--- config.mk ---
export PLATFORM = sky130hd
export DESIGN_NAME = dmr_recovery_top
export DESIGN_NICKNAME = d
export VERILOG_FILES = /design/src/rtl/dmr_recovery_pkg.sv /design/src/rtl/dmr_recovery_top.sv /design/src/rtl/dmr_rf_restore.sv /design/src/rtl/dmr_recovery_seq.sv /design/src/rtl/dmr_error_capture.sv
export VERILOG_INCLUDE_DIRS = /design/src /design/src/rtl
export SDC_FILE = /design/constraint.sdc
export NUM_CORES = 1
export LEC_CHECK = 0
export BUFFER_PORTS_ARGS = -buffer_cell sky130_fd_sc_hd__buf_2
export CAP_MARGIN = 0
export CORE_MARGIN = 8
export CORE_UTILIZATION = 24
export CTS_CLUSTER_DIAMETER = 40
export DETAILED_ROUTE_END_ITERATION = 12
export HOLD_SLACK_MARGIN = 0.03
export PLACE_DENSITY = 0.47
export RECOVER_POWER = 25
export SYNTH_ARGS = -nofsm -noshare
export SYNTH_HDL_FRONTEND = slang
export SYNTH_HIERARCHICAL = 1
export SYNTH_SLANG_ARGS = --single-unit
export TNS_END_PERCENT = 10
--- constraint.sdc ---
create_clock -name clk_i -period 2 [get_ports clk_i]
set_input_delay 0.5 -clock clk_i [delete_from_list [all_inputs] [get_ports clk_i]]
set_output_delay 0.5 -clock clk_i [all_outputs]
set_load 0.01 [all_outputs]
--- src/rtl/dmr_recovery_cfg.svh ---
// dmr recovery controller configuration macros shared by package and rtl
`ifndef DMR_RECOVERY_CFG_SVH
`define DMR_RECOVERY_CFG_SVH

// number of dual modular redundancy groups
// one group holds two lockstepped cores
`define DMR_NUM_GROUPS 4

// register file address width
// restore walks half the depth and writes two ports per step
`define DMR_RF_ADDR_WIDTH 6

// cycles the saved program counter is read back
`define DMR_PC_RESTORE_CYCLES 2

`endif
--- src/rtl/dmr_recovery_pkg.sv ---
// dmr recovery types for the state machine, group vectors and rf addresses
package dmr_recovery_pkg;

  `include "dmr_recovery_cfg.svh"

  // width of a group index
  // at least one bit even for a single group
  localparam int unsigned GROUP_IDX_W =
    (`DMR_NUM_GROUPS > 1) ? $clog2(`DMR_NUM_GROUPS) : 1;

  // recovery sequence states in execution order
  typedef enum logic [2:0] {
    IDLE,
    SETBACK,
    HALT_REQ,
    HALT_WAIT,
    RESTORE_PC,
    RESTORE_RF,
    RESUME
  } recovery_state_e;

  // one bit per group
  typedef logic [`DMR_NUM_GROUPS-1:0] group_vec_t;

  // index of one group
  typedef logic [GROUP_IDX_W-1:0] group_idx_t;

  // register file write address
  typedef logic [`DMR_RF_ADDR_WIDTH-1:0] rf_addr_t;

endpackage

--- src/rtl/dmr_recovery_top.sv ---
// dmr recovery controller top chaining capture, sequencer and rf restore
`timescale 1ns/100ps

module dmr_recovery_top (
  input  logic                         clk_i,
  input  logic                         rst_ni,
  // checker mismatch levels
  input  dmr_recovery_pkg::group_vec_t err_rf_a_i,
  input  dmr_recovery_pkg::group_vec_t err_rf_b_i,
  input  dmr_recovery_pkg::group_vec_t err_core_main_i,
  input  dmr_recovery_pkg::group_vec_t err_core_data_i,
  // core debug handshake
  input  dmr_recovery_pkg::group_vec_t debug_rsp_i,
  output dmr_recovery_pkg::group_vec_t debug_req_o,
  output dmr_recovery_pkg::group_vec_t debug_resume_o,
  // core control
  output dmr_recovery_pkg::group_vec_t setback_o,
  output dmr_recovery_pkg::group_vec_t instr_lock_o,
  output dmr_recovery_pkg::group_vec_t clk_en_o,
  output dmr_recovery_pkg::group_vec_t pc_read_en_o,
  output dmr_recovery_pkg::group_vec_t pc_write_en_o,
  output dmr_recovery_pkg::group_vec_t recover_o,
  // register file write ports
  output dmr_recovery_pkg::group_vec_t we_a_o,
  output dmr_recovery_pkg::group_vec_t we_b_o,
  output dmr_recovery_pkg::rf_addr_t   waddr_a_o,
  output dmr_recovery_pkg::rf_addr_t   waddr_b_o,
  output logic                         intruder_lock_o
);

  import dmr_recovery_pkg::*;

  // capture to sequencer
  logic       start;
  logic       busy;
  // latched faulty group for sequencer and restore
  group_idx_t group_idx;
  // sequencer to restore
  logic       restore_en;
  logic       restore_done;

  dmr_error_capture u_capture (
    .clk_i           (clk_i),
    .rst_ni          (rst_ni),
    .err_rf_a_i      (err_rf_a_i),
    .err_rf_b_i      (err_rf_b_i),
    .err_core_main_i (err_core_main_i),
    .err_core_data_i (err_core_data_i),
    .busy_i          (busy),
    .start_o         (start),
    .group_o         (group_idx)
  );

  dmr_recovery_seq u_seq (
    .clk_i           (clk_i),
    .rst_ni          (rst_ni),
    .start_i         (start),
    .group_i         (group_idx),
    .debug_rsp_i     (debug_rsp_i),
    .restore_done_i  (restore_done),
    .busy_o          (busy),
    .restore_en_o    (restore_en),
    .setback_o       (setback_o),
    .instr_lock_o    (instr_lock_o),
    .clk_en_o        (clk_en_o),
    .debug_req_o     (debug_req_o),
    .debug_resume_o  (debug_resume_o),
    .pc_read_en_o    (pc_read_en_o),
    .pc_write_en_o   (pc_write_en_o),
    .recover_o       (recover_o),
    .intruder_lock_o (intruder_lock_o)
  );

  dmr_rf_restore u_restore (
    .clk_i          (clk_i),
    .rst_ni         (rst_ni),
    .restore_en_i   (restore_en),
    .group_i        (group_idx),
    .restore_done_o (restore_done),
    .we_a_o         (we_a_o),
    .we_b_o         (we_b_o),
    .waddr_a_o      (waddr_a_o),
    .waddr_b_o      (waddr_b_o)
  );

endmodule

--- src/rtl/dmr_rf_restore.sv ---
// dmr register file restore with address generator and write port router
`timescale 1ns/100ps

`include "dmr_recovery_cfg.svh"

module dmr_rf_restore (
  input  logic                         clk_i,
  input  logic                         rst_ni,
  input  logic                         restore_en_i,
  input  dmr_recovery_pkg::group_idx_t group_i,
  output logic                         restore_done_o,
  output dmr_recovery_pkg::group_vec_t we_a_o,
  output dmr_recovery_pkg::group_vec_t we_b_o,
  output dmr_recovery_pkg::rf_addr_t   waddr_a_o,
  output dmr_recovery_pkg::rf_addr_t   waddr_b_o
);

  import dmr_recovery_pkg::*;

  // restore steps
  // port a covers the lower half and port b the upper half
  localparam int unsigned HALF = 1 << (`DMR_RF_ADDR_WIDTH - 1);

  rf_addr_t   step_q;
  logic       last_step;
  // one-hot of the target group
  group_vec_t group_sel;

  assign last_step = (step_q == rf_addr_t'(HALF - 1));

  // done on the cycle the last address goes out
  assign restore_done_o = restore_en_i && last_step;

  // address counter
  // clears after the last step and whenever the enable is low
  always_ff @(posedge clk_i or negedge rst_ni) begin
    if (!rst_ni) begin
      step_q <= '0;
    end else if (restore_en_i && !last_step) begin
      step_q <= step_q + 1'b1;
    end else begin
      step_q <= '0;
    end
  end

  // target group decode
  always_comb begin
    group_sel          = '0;
    group_sel[group_i] = 1'b1;
  end

  // write enables only toward the faulty group
  assign we_a_o = restore_en_i ? group_sel : '0;
  assign we_b_o = restore_en_i ? group_sel : '0;

  // addresses shared by all groups
  assign waddr_a_o = step_q;
  assign waddr_b_o = step_q + rf_addr_t'(HALF);

endmodule

--- src/rtl/dmr_recovery_seq.sv ---
// dmr recovery sequencer FSM driving per-group core control during recovery
`timescale 1ns/100ps

`include "dmr_recovery_cfg.svh"

module dmr_recovery_seq (
  input  logic                         clk_i,
  input  logic                         rst_ni,
  input  logic                         start_i,
  input  dmr_recovery_pkg::group_idx_t group_i,
  input  dmr_recovery_pkg::group_vec_t debug_rsp_i,
  input  logic                         restore_done_i,
  output logic                         busy_o,
  output logic                         restore_en_o,
  output dmr_recovery_pkg::group_vec_t setback_o,
  output dmr_recovery_pkg::group_vec_t instr_lock_o,
  output dmr_recovery_pkg::group_vec_t clk_en_o,
  output dmr_recovery_pkg::group_vec_t debug_req_o,
  output dmr_recovery_pkg::group_vec_t debug_resume_o,
  output dmr_recovery_pkg::group_vec_t pc_read_en_o,
  output dmr_recovery_pkg::group_vec_t pc_write_en_o,
  output dmr_recovery_pkg::group_vec_t recover_o,
  output logic                         intruder_lock_o
);

  import dmr_recovery_pkg::*;

  // pc readback length
  localparam int unsigned PC_CYCLES = `DMR_PC_RESTORE_CYCLES;
  localparam int unsigned PC_CNT_W  = (PC_CYCLES > 1) ? $clog2(PC_CYCLES) : 1;

  recovery_state_e state_q;
  recovery_state_e state_d;

  // one-hot select of the faulty group
  group_vec_t group_sel;

  // pc readback counter
  logic [PC_CNT_W-1:0] pc_cnt_q;
  logic                pc_last;

  // registered per-group levels
  group_vec_t instr_lock_q;
  group_vec_t clk_en_q;
  group_vec_t pc_write_en_q;
  group_vec_t recover_q;
  logic       intruder_lock_q;

  // decode latched index
  always_comb begin
    group_sel          = '0;
    group_sel[group_i] = 1'b1;
  end

  // last readback cycle
  assign pc_last = (pc_cnt_q == PC_CNT_W'(PC_CYCLES - 1));

  // next state
  always_comb begin
    state_d = state_q;
    unique case (state_q)
      IDLE: begin
        if (start_i) begin
          state_d = SETBACK;
        end
      end
      // setback lasts one cycle
      SETBACK: begin
        state_d = HALT_REQ;
      end
      // single debug request pulse
      HALT_REQ: begin
        state_d = HALT_WAIT;
      end
      // core latency varies
      // only the faulty group's response counts
      HALT_WAIT: begin
        if (debug_rsp_i[group_i]) begin
          state_d = RESTORE_PC;
        end
      end
      RESTORE_PC: begin
        if (pc_last) begin
          state_d = RESTORE_RF;
        end
      end
      // address generator flags its last step
      RESTORE_RF: begin
        if (restore_done_i) begin
          state_d = RESUME;
        end
      end
      RESUME: begin
        state_d = IDLE;
      end
      default: begin
        state_d = IDLE;
      end
    endcase
  end

  // state register
  always_ff @(posedge clk_i or negedge rst_ni) begin
    if (!rst_ni) begin
      state_q <= IDLE;
    end else begin
      state_q <= state_d;
    end
  end

  // counts readback cycles
  // cleared on leaving restore_pc so the next recovery starts from zero
  always_ff @(posedge clk_i or negedge rst_ni) begin
    if (!rst_ni) begin
      pc_cnt_q <= '0;
    end else if (state_q == RESTORE_PC && !pc_last) begin
      pc_cnt_q <= pc_cnt_q + 1'b1;
    end else begin
      pc_cnt_q <= '0;
    end
  end

  // per-group levels
  always_ff @(posedge clk_i or negedge rst_ni) begin
    if (!rst_ni) begin
      instr_lock_q    <= '0;
      clk_en_q        <= '1;
      pc_write_en_q   <= '1;
      recover_q       <= '0;
      intruder_lock_q <= 1'b0;
    end else begin
      case (state_q)
        // lock fetch and freeze the saved pc of the faulty group
        // healthy groups are clock gated from the next cycle on
        SETBACK: begin
          instr_lock_q  <= group_sel;
          pc_write_en_q <= ~group_sel;
          clk_en_q      <= group_sel;
        end
        // recover rises together with the first rf write
        RESTORE_PC: begin
          if (pc_last) begin
            recover_q <= group_sel;
          end
        end
        // release everything at the end of resume
        RESUME: begin
          instr_lock_q    <= '0;
          clk_en_q        <= '1;
          pc_write_en_q   <= '1;
          recover_q       <= '0;
          intruder_lock_q <= 1'b1;
        end
        default: begin
          instr_lock_q <= instr_lock_q;
        end
      endcase
    end
  end

  // strobes decoded for the faulty group
  assign setback_o      = (state_q == SETBACK)    ? group_sel : '0;
  assign debug_req_o    = (state_q == HALT_REQ)   ? group_sel : '0;
  assign pc_read_en_o   = (state_q == RESTORE_PC) ? group_sel : '0;
  assign debug_resume_o = (state_q == RESUME)     ? group_sel : '0;

  // handshake levels toward capture and restore
  assign busy_o       = (state_q != IDLE);
  assign restore_en_o = (state_q == RESTORE_RF);

  assign instr_lock_o    = instr_lock_q;
  assign clk_en_o        = clk_en_q;
  assign pc_write_en_o   = pc_write_en_q;
  assign recover_o       = recover_q;
  // sticky until reset
  assign intruder_lock_o = intruder_lock_q;

endmodule

--- src/rtl/dmr_error_capture.sv ---
// dmr error capture that merges checker lines and latches the faulty group
`timescale 1ns/100ps

`include "dmr_recovery_cfg.svh"

module dmr_error_capture (
  input  logic                         clk_i,
  input  logic                         rst_ni,
  input  dmr_recovery_pkg::group_vec_t err_rf_a_i,
  input  dmr_recovery_pkg::group_vec_t err_rf_b_i,
  input  dmr_recovery_pkg::group_vec_t err_core_main_i,
  input  dmr_recovery_pkg::group_vec_t err_core_data_i,
  input  logic                         busy_i,
  output logic                         start_o,
  output dmr_recovery_pkg::group_idx_t group_o
);

  import dmr_recovery_pkg::*;

  // merged mismatch per group
  group_vec_t err_any;
  // lowest faulty group this cycle
  group_idx_t err_idx;
  // new recovery accepted this cycle
  logic       accept;

  logic       start_q;
  group_idx_t group_q;

  // any checker line flags its group
  assign err_any = err_rf_a_i | err_rf_b_i | err_core_main_i | err_core_data_i;

  // priority encoder
  // scan downward so the lowest set index is the last one written
  always_comb begin
    err_idx = '0;
    for (int i = `DMR_NUM_GROUPS - 1; i >= 0; i--) begin
      if (err_any[i]) begin
        err_idx = group_idx_t'(i);
      end
    end
  end

  // only one recovery in flight
  // the strobe cycle itself is blocked since busy rises one edge later
  assign accept = (|err_any) && !busy_i && !start_q;

  // start strobe and latched index
  always_ff @(posedge clk_i or negedge rst_ni) begin
    if (!rst_ni) begin
      start_q <= 1'b0;
      group_q <= '0;
    end else begin
      start_q <= accept;
      // index held until the next capture
      if (accept) begin
        group_q <= err_idx;
      end
    end
  end

  assign start_o = start_q;
  assign group_o = group_q;

endmodule

==> impl_results.html <==
<table>
<tr><th>Metric</th><th>Value</th></tr>
<tr><th colspan="2">Clock tree</th></tr>
<tr><td>CTS tree</td><td>yes</td></tr>
<tr><td>Buffer type at the clock tree root</td><td>clkbuf_8</td></tr>
<tr><td>TritonCTS sink count</td><td>30</td></tr>
<tr><td>Clock-pin slew of the registers on the worst-case setup and hold paths</td><td>0.07 ns</td></tr>
<tr><td>Maximum count of clock buffers along a single path</td><td>2</td></tr>
<tr><td>Inserted Clock Buffers</td><td>5</td></tr>
<tr><td>H-tree levels</td><td>2</td></tr>
<tr><td>Quantity of hold-fixing buffers added after cts</td><td>0</td></tr>
<tr><td>Insertion delay to the later sink of the worst-skew pair</td><td>between 0.2 and 0.3 ns</td></tr>
<tr><th colspan="2">STA</th></tr>
<tr><td>Rel. slew slack</td><td>0.546</td></tr>
<tr><td>Endpoints failing setup</td><td>0</td></tr>
<tr><td>Slew at the pin closest to its max-slew limit</td><td>roughly 0.7 ns</td></tr>
<tr><td>WHS</td><td>about 0.25 ns</td></tr>
<tr><td>Achievable clock frequency</td><td>slightly above 500 MHz</td></tr>
<tr><td>Min cycle time layout</td><td>about 2 ns</td></tr>
<tr><td>Worst clock skew on the final layout</td><td>0.0113 ns</td></tr>
<tr><td>Final-layout setup total negative slack</td><td>0 ns</td></tr>
<tr><td>Number of hold-slack violations in the final timing report</td><td>0</td></tr>
<tr><td>Unrepaired setup endpoints after global routing</td><td>true</td></tr>
<tr><td>Final critical-path share of the clock period</td><td>0.983</td></tr>
<tr><td>Final Max Slew Viols</td><td>0</td></tr>
<tr><th colspan="2">Floorplan</th></tr>
<tr><td>Die Y</td><td>about 99 µm</td></tr>
<tr><td>Horizontal die dimension</td><td>98.5 µm</td></tr>
<tr><td>Number of top-level pins</td><td>75</td></tr>
<tr><td>Die Area</td><td>just under 10,000 µm²</td></tr>
<tr><td>Core area</td><td>roughly 6700 µm²</td></tr>
<tr><td>Initial standard-cell utilization of the core</td><td>0.245</td></tr>
<tr><td>FP Rows</td><td>30</td></tr>
<tr><th colspan="2">Logic synthesis</th></tr>
<tr><td>Count of different cell masters after synthesis</td><td>44</td></tr>
<tr><td>Yosys top cell by area</td><td>dfrtp_1</td></tr>
<tr><td>Most instantiated flip-flop cell in the synthesis netlist</td><td>dfrtp_1</td></tr>
<tr><td>Cells after Synth</td><td>181</td></tr>
<tr><td>Seq/Total Area, Yosys</td><td>0.466</td></tr>
<tr><td>Fraction of registers with async set/reset</td><td>1.00</td></tr>
<tr><td>Cell Area, Synth</td><td>roughly 1600 µm²</td></tr>
<tr><td>Number of synthesized register bits</td><td>30</td></tr>
<tr><td>Top cells by area in the synthesized netlist</td><td>dfrtp_1 34%, dfstp_2 13%, nand2_1 5.3%, nor2_1 4.8%, buf_4 4.1%</td></tr>
<tr><td>Avg Cell Area, Syn</td><td>about 9.0 µm²</td></tr>
<tr><td>Synth top area share</td><td>0.337</td></tr>
<tr><td>Syn_nets</td><td>just over 200</td></tr>
<tr><td>Count of flip-flops with a built-in enable after synthesis</td><td>0</td></tr>
<tr><td>Yosys warns</td><td>6</td></tr>
<tr><th colspan="2">Min path</th></tr>
<tr><td>Type of the worst min-delay path</td><td>in -&gt; async</td></tr>
<tr><th colspan="2">Routing</th></tr>
<tr><td>Number of DRC markers in iteration 0</td><td>between 50 and 60</td></tr>
<tr><td>1st-pass router iterations</td><td>4</td></tr>
<tr><td>DRT Wirelength</td><td>4810 µm</td></tr>
<tr><td>Routed via count</td><td>approximately 1,500</td></tr>
<tr><td>DRC errors left</td><td>0</td></tr>
<tr><td>Post-route ant nets</td><td>0</td></tr>
<tr><td>DR WL/cell</td><td>14.0 µm</td></tr>
<tr><td>Routed vias/inst</td><td>approximately 4.5</td></tr>
<tr><th colspan="2">Worst setup path</th></tr>
<tr><td>Most used cell, CP</td><td>buf_6</td></tr>
<tr><td>Type of the worst setup path</td><td>reg -&gt; out</td></tr>
<tr><td>Critical Path Start Type</td><td>flip-flop</td></tr>
<tr><td>Cell with the largest stage delay on the worst path</td><td>dfrtp_1</td></tr>
<tr><td>CP Cell Sequence</td><td>buf_6 &gt; nor3b_4 &gt; buf_6 &gt; nand3_4 &gt; inv_2 &gt; buf_6</td></tr>
<tr><td>CP endpoint kind</td><td>output pin</td></tr>
<tr><td>Worst EP required</td><td>roughly 1.5 ns</td></tr>
<tr><td>Delay contributed by the slowest stage of the critical path</td><td>between 0.4 and 0.5 ns</td></tr>
<tr><td>Worst Path Max Fanout</td><td>3</td></tr>
<tr><td>Arrival time of data at the critical path endpoint</td><td>1.47 ns</td></tr>
<tr><th colspan="2">Global route</th></tr>
<tr><td>Global Route Usage Sum</td><td>0.102</td></tr>
<tr><td>Antenna violations before repair</td><td>0</td></tr>
<tr><td>GRT overflow</td><td>0</td></tr>
<tr><td>Maximum number of pins on one net before global-route repair</td><td>31</td></tr>
<tr><td>Number of global-route vias before repair</td><td>1,676</td></tr>
<tr><td>Wire length of the first global-routing pass</td><td>roughly 8000 µm</td></tr>
<tr><th colspan="2">Final layout</th></tr>
<tr><td>Filler cell count</td><td>between 700 and 800</td></tr>
<tr><td>Diodes inserted</td><td>0</td></tr>
<tr><td>Layout overhead on the synthesized area</td><td>42.8%</td></tr>
<tr><td>Fraction of final layout cells sized beyond drive strength 1</td><td>0.508</td></tr>
<tr><td>Net count of the finished layout</td><td>around 280</td></tr>
<tr><th colspan="2">Pwr</th></tr>
<tr><td>Peak supply drop</td><td>between 0.3 and 0.4 mV</td></tr>
<tr><td>Total power divided by cell area</td><td>1330 nW/µm²</td></tr>
<tr><td>Cell leakage power</td><td>~1.2 nW</td></tr>
<tr><th colspan="2">Placement</th></tr>
<tr><td>Detailed Place HPWL</td><td>roughly 3700 µm</td></tr>
<tr><td>Number of buffer cells added on primary ports</td><td>between 70 and 80</td></tr>
<tr><td>Routability congestion estimate from global placement</td><td>a little over 0.7</td></tr>
<tr><th colspan="2">Outcome</th></tr>
<tr><td>Result of the run</td><td>completed</td></tr>
<tr><th colspan="2">Job</th></tr>
<tr><td>Count of max-cap constraint violations</td><td>0</td></tr>
</table>
-- path summary, 6_finish.rpt --
check	start	end	slack [ns]	cells after the start
min	rst_ni	u_seq/intruder_lock_o$_DFFE_PN0P_	0.25	1
min reg2reg	u_seq/intruder_lock_o$_DFFE_PN0P_	u_seq/intruder_lock_o$_DFFE_PN0P_	0.46	1
max	u_seq/state_q[1]$_DFFE_PN0P_	setback_o[3]	0.03	6
max in group asynchronous	rst_ni	u_capture/group_o[0]$_DFFE_PN0P_	1.25	1
max reg2reg	u_seq/state_q[1]$_DFFE_PN0P_	u_capture/group_o[0]$_DFFE_PN0P_	0.28	5
min in group clk_i	u_seq/intruder_lock_o$_DFFE_PN0P_	u_seq/intruder_lock_o$_DFFE_PN0P_	0.46	1
-- sequential cells by signal (all words and copies together), names as in the netlist --
name	flops
u_seq/pc_cnt_q	1
u_seq/pc_write_en_o	4
u_restore/waddr_a_o	6
u_seq/instr_lock_o	4
u_seq/recover_o	4
u_seq/clk_en_o	4
u_capture/start_o	1
u_capture/group_o	2
u_seq/state_q	3
u_seq/intruder_lock_o	1
-- final cells by class --
type / instances / area, µm² / area share
clock inverter: 2 / 12.5 / 0.00536
multi-input combinational: 125 / 802 / 0.344
timing repair buffer: 91 / 538 / 0.231
sequential: 30 / 766 / 0.328
inverter: 8 / 32.5 / 0.0139
clock buffer: 6 / 82.6 / 0.0354
tap: 80 / 100 / 0.0429
-- cell usage in the layout, fill, tap and decap left out, drive strengths merged, types with 4 or more instances in the layout --
cell | synthesis | layout
a21oi | 5 | 5
buf | 12 | 91
clkbuf | 6 | 6
dfrtp | 22 | 22
dfstp | 8 | 8
inv | 8 | 8
nand2 | 24 | 24
nand2b | 4 | 4
nand3 | 5 | 5
nor2 | 21 | 21
nor2b | 8 | 8
nor4 | 4 | 4
o21ai | 14 | 14
-- critical path: cells and delay by family, from the launching register on --
| kind | cells | cell delay (ns) |
|---|---|---|
| buf+inv | 4 | 0.45 |
| simple gates | 2 | 0.29 |
| flops | 1 | 0.43 |
-- kinds of logic after synthesis --
| group | count (synthesis) | share of synthesized area |
|---|---|---|
| buffers and inverters | 26 | 0.0835 |
| xor gates and xnor gates | 3 | 0.0161 |
| AOI/OAI and AO/OA | 35 | 0.142 |
| DFF | 30 | 0.466 |
| and+or+nand+nor | 85 | 0.276 |
| muxes | 1 | 0.00919 |
| adders and majority gates | 1 | 0.00766 |
-- stage by stage --
| stage | util | instance area (µm²) | setup WS (ns) | std cells | power [W] |
|---|---|---|---|---|---|
| 3_3_place_gp | 0.307 | 2050 | 0.185 | 323 | 0.00233 |
| 5_1_grt | 0.349 | 2330 | -0.0440 | 342 | 0.00337 |
| 6_report | 0.349 | 2330 | 0.0347 | 342 | 0.00309 |
| 2_1_floorplan | - | 1640 | 0.0404 | 181 | 0.00186 |
| 3_5_place_dp | 0.307 | 2050 | 0.175 | 323 | 0.00234 |
| 4_1_cts | 0.334 | 2230 | -0.0283 | 338 | 0.00299 |
-- per-layer routing --
metal	vias to the layer above	GRT usage	part of all wire
li1	768	-	-
met1	707	0.119	0.46
met2	59	0.166	0.47
met3	2	0.0472	0.068
met4	0	0.0213	0.0017
met5	-	0	0
-- cell usage after synthesis (2+ instances only) --
cell type  count
a21boi_0       2
a21oi_1        5
a2bb2oi_1      2
a31oi_1        3
and2_1         3
and3b_1        3
buf_2          3
buf_4          9
clkbuf_1       5
dfrtp_1       22
dfstp_2        8
inv_1          8
nand2_1       23
nand2b_1       4
nand3_1        5
nor2_1        21
nor2b_1        7
nor3_1         3
nor3b_1        2
nor4_1         4
o211ai_1       3
o21ai_0        5
o21ai_1        9
xor2_1         2
-- repair_timing --
action,4_1_cts,5_1_grt
resized for setup,13,21
endpoints found under the setup margin,21,19
gates cloned,0,0
pin swaps,4,1
setup buffers,7,4
-- where the power goes --
| part | internal (W) | switching, W | total, W |
|---|---|---|---|
| sequential | 0.000876 | 0.000241 | 0.00112 |
| combinational | 0.000710 | 0.000753 | 0.00146 |
| clock | 0.000276 | 0.000239 | 0.000515 |
| total | 0.00186 | 0.00123 | 0.00309 |
(Power assumes the default switching activity.)
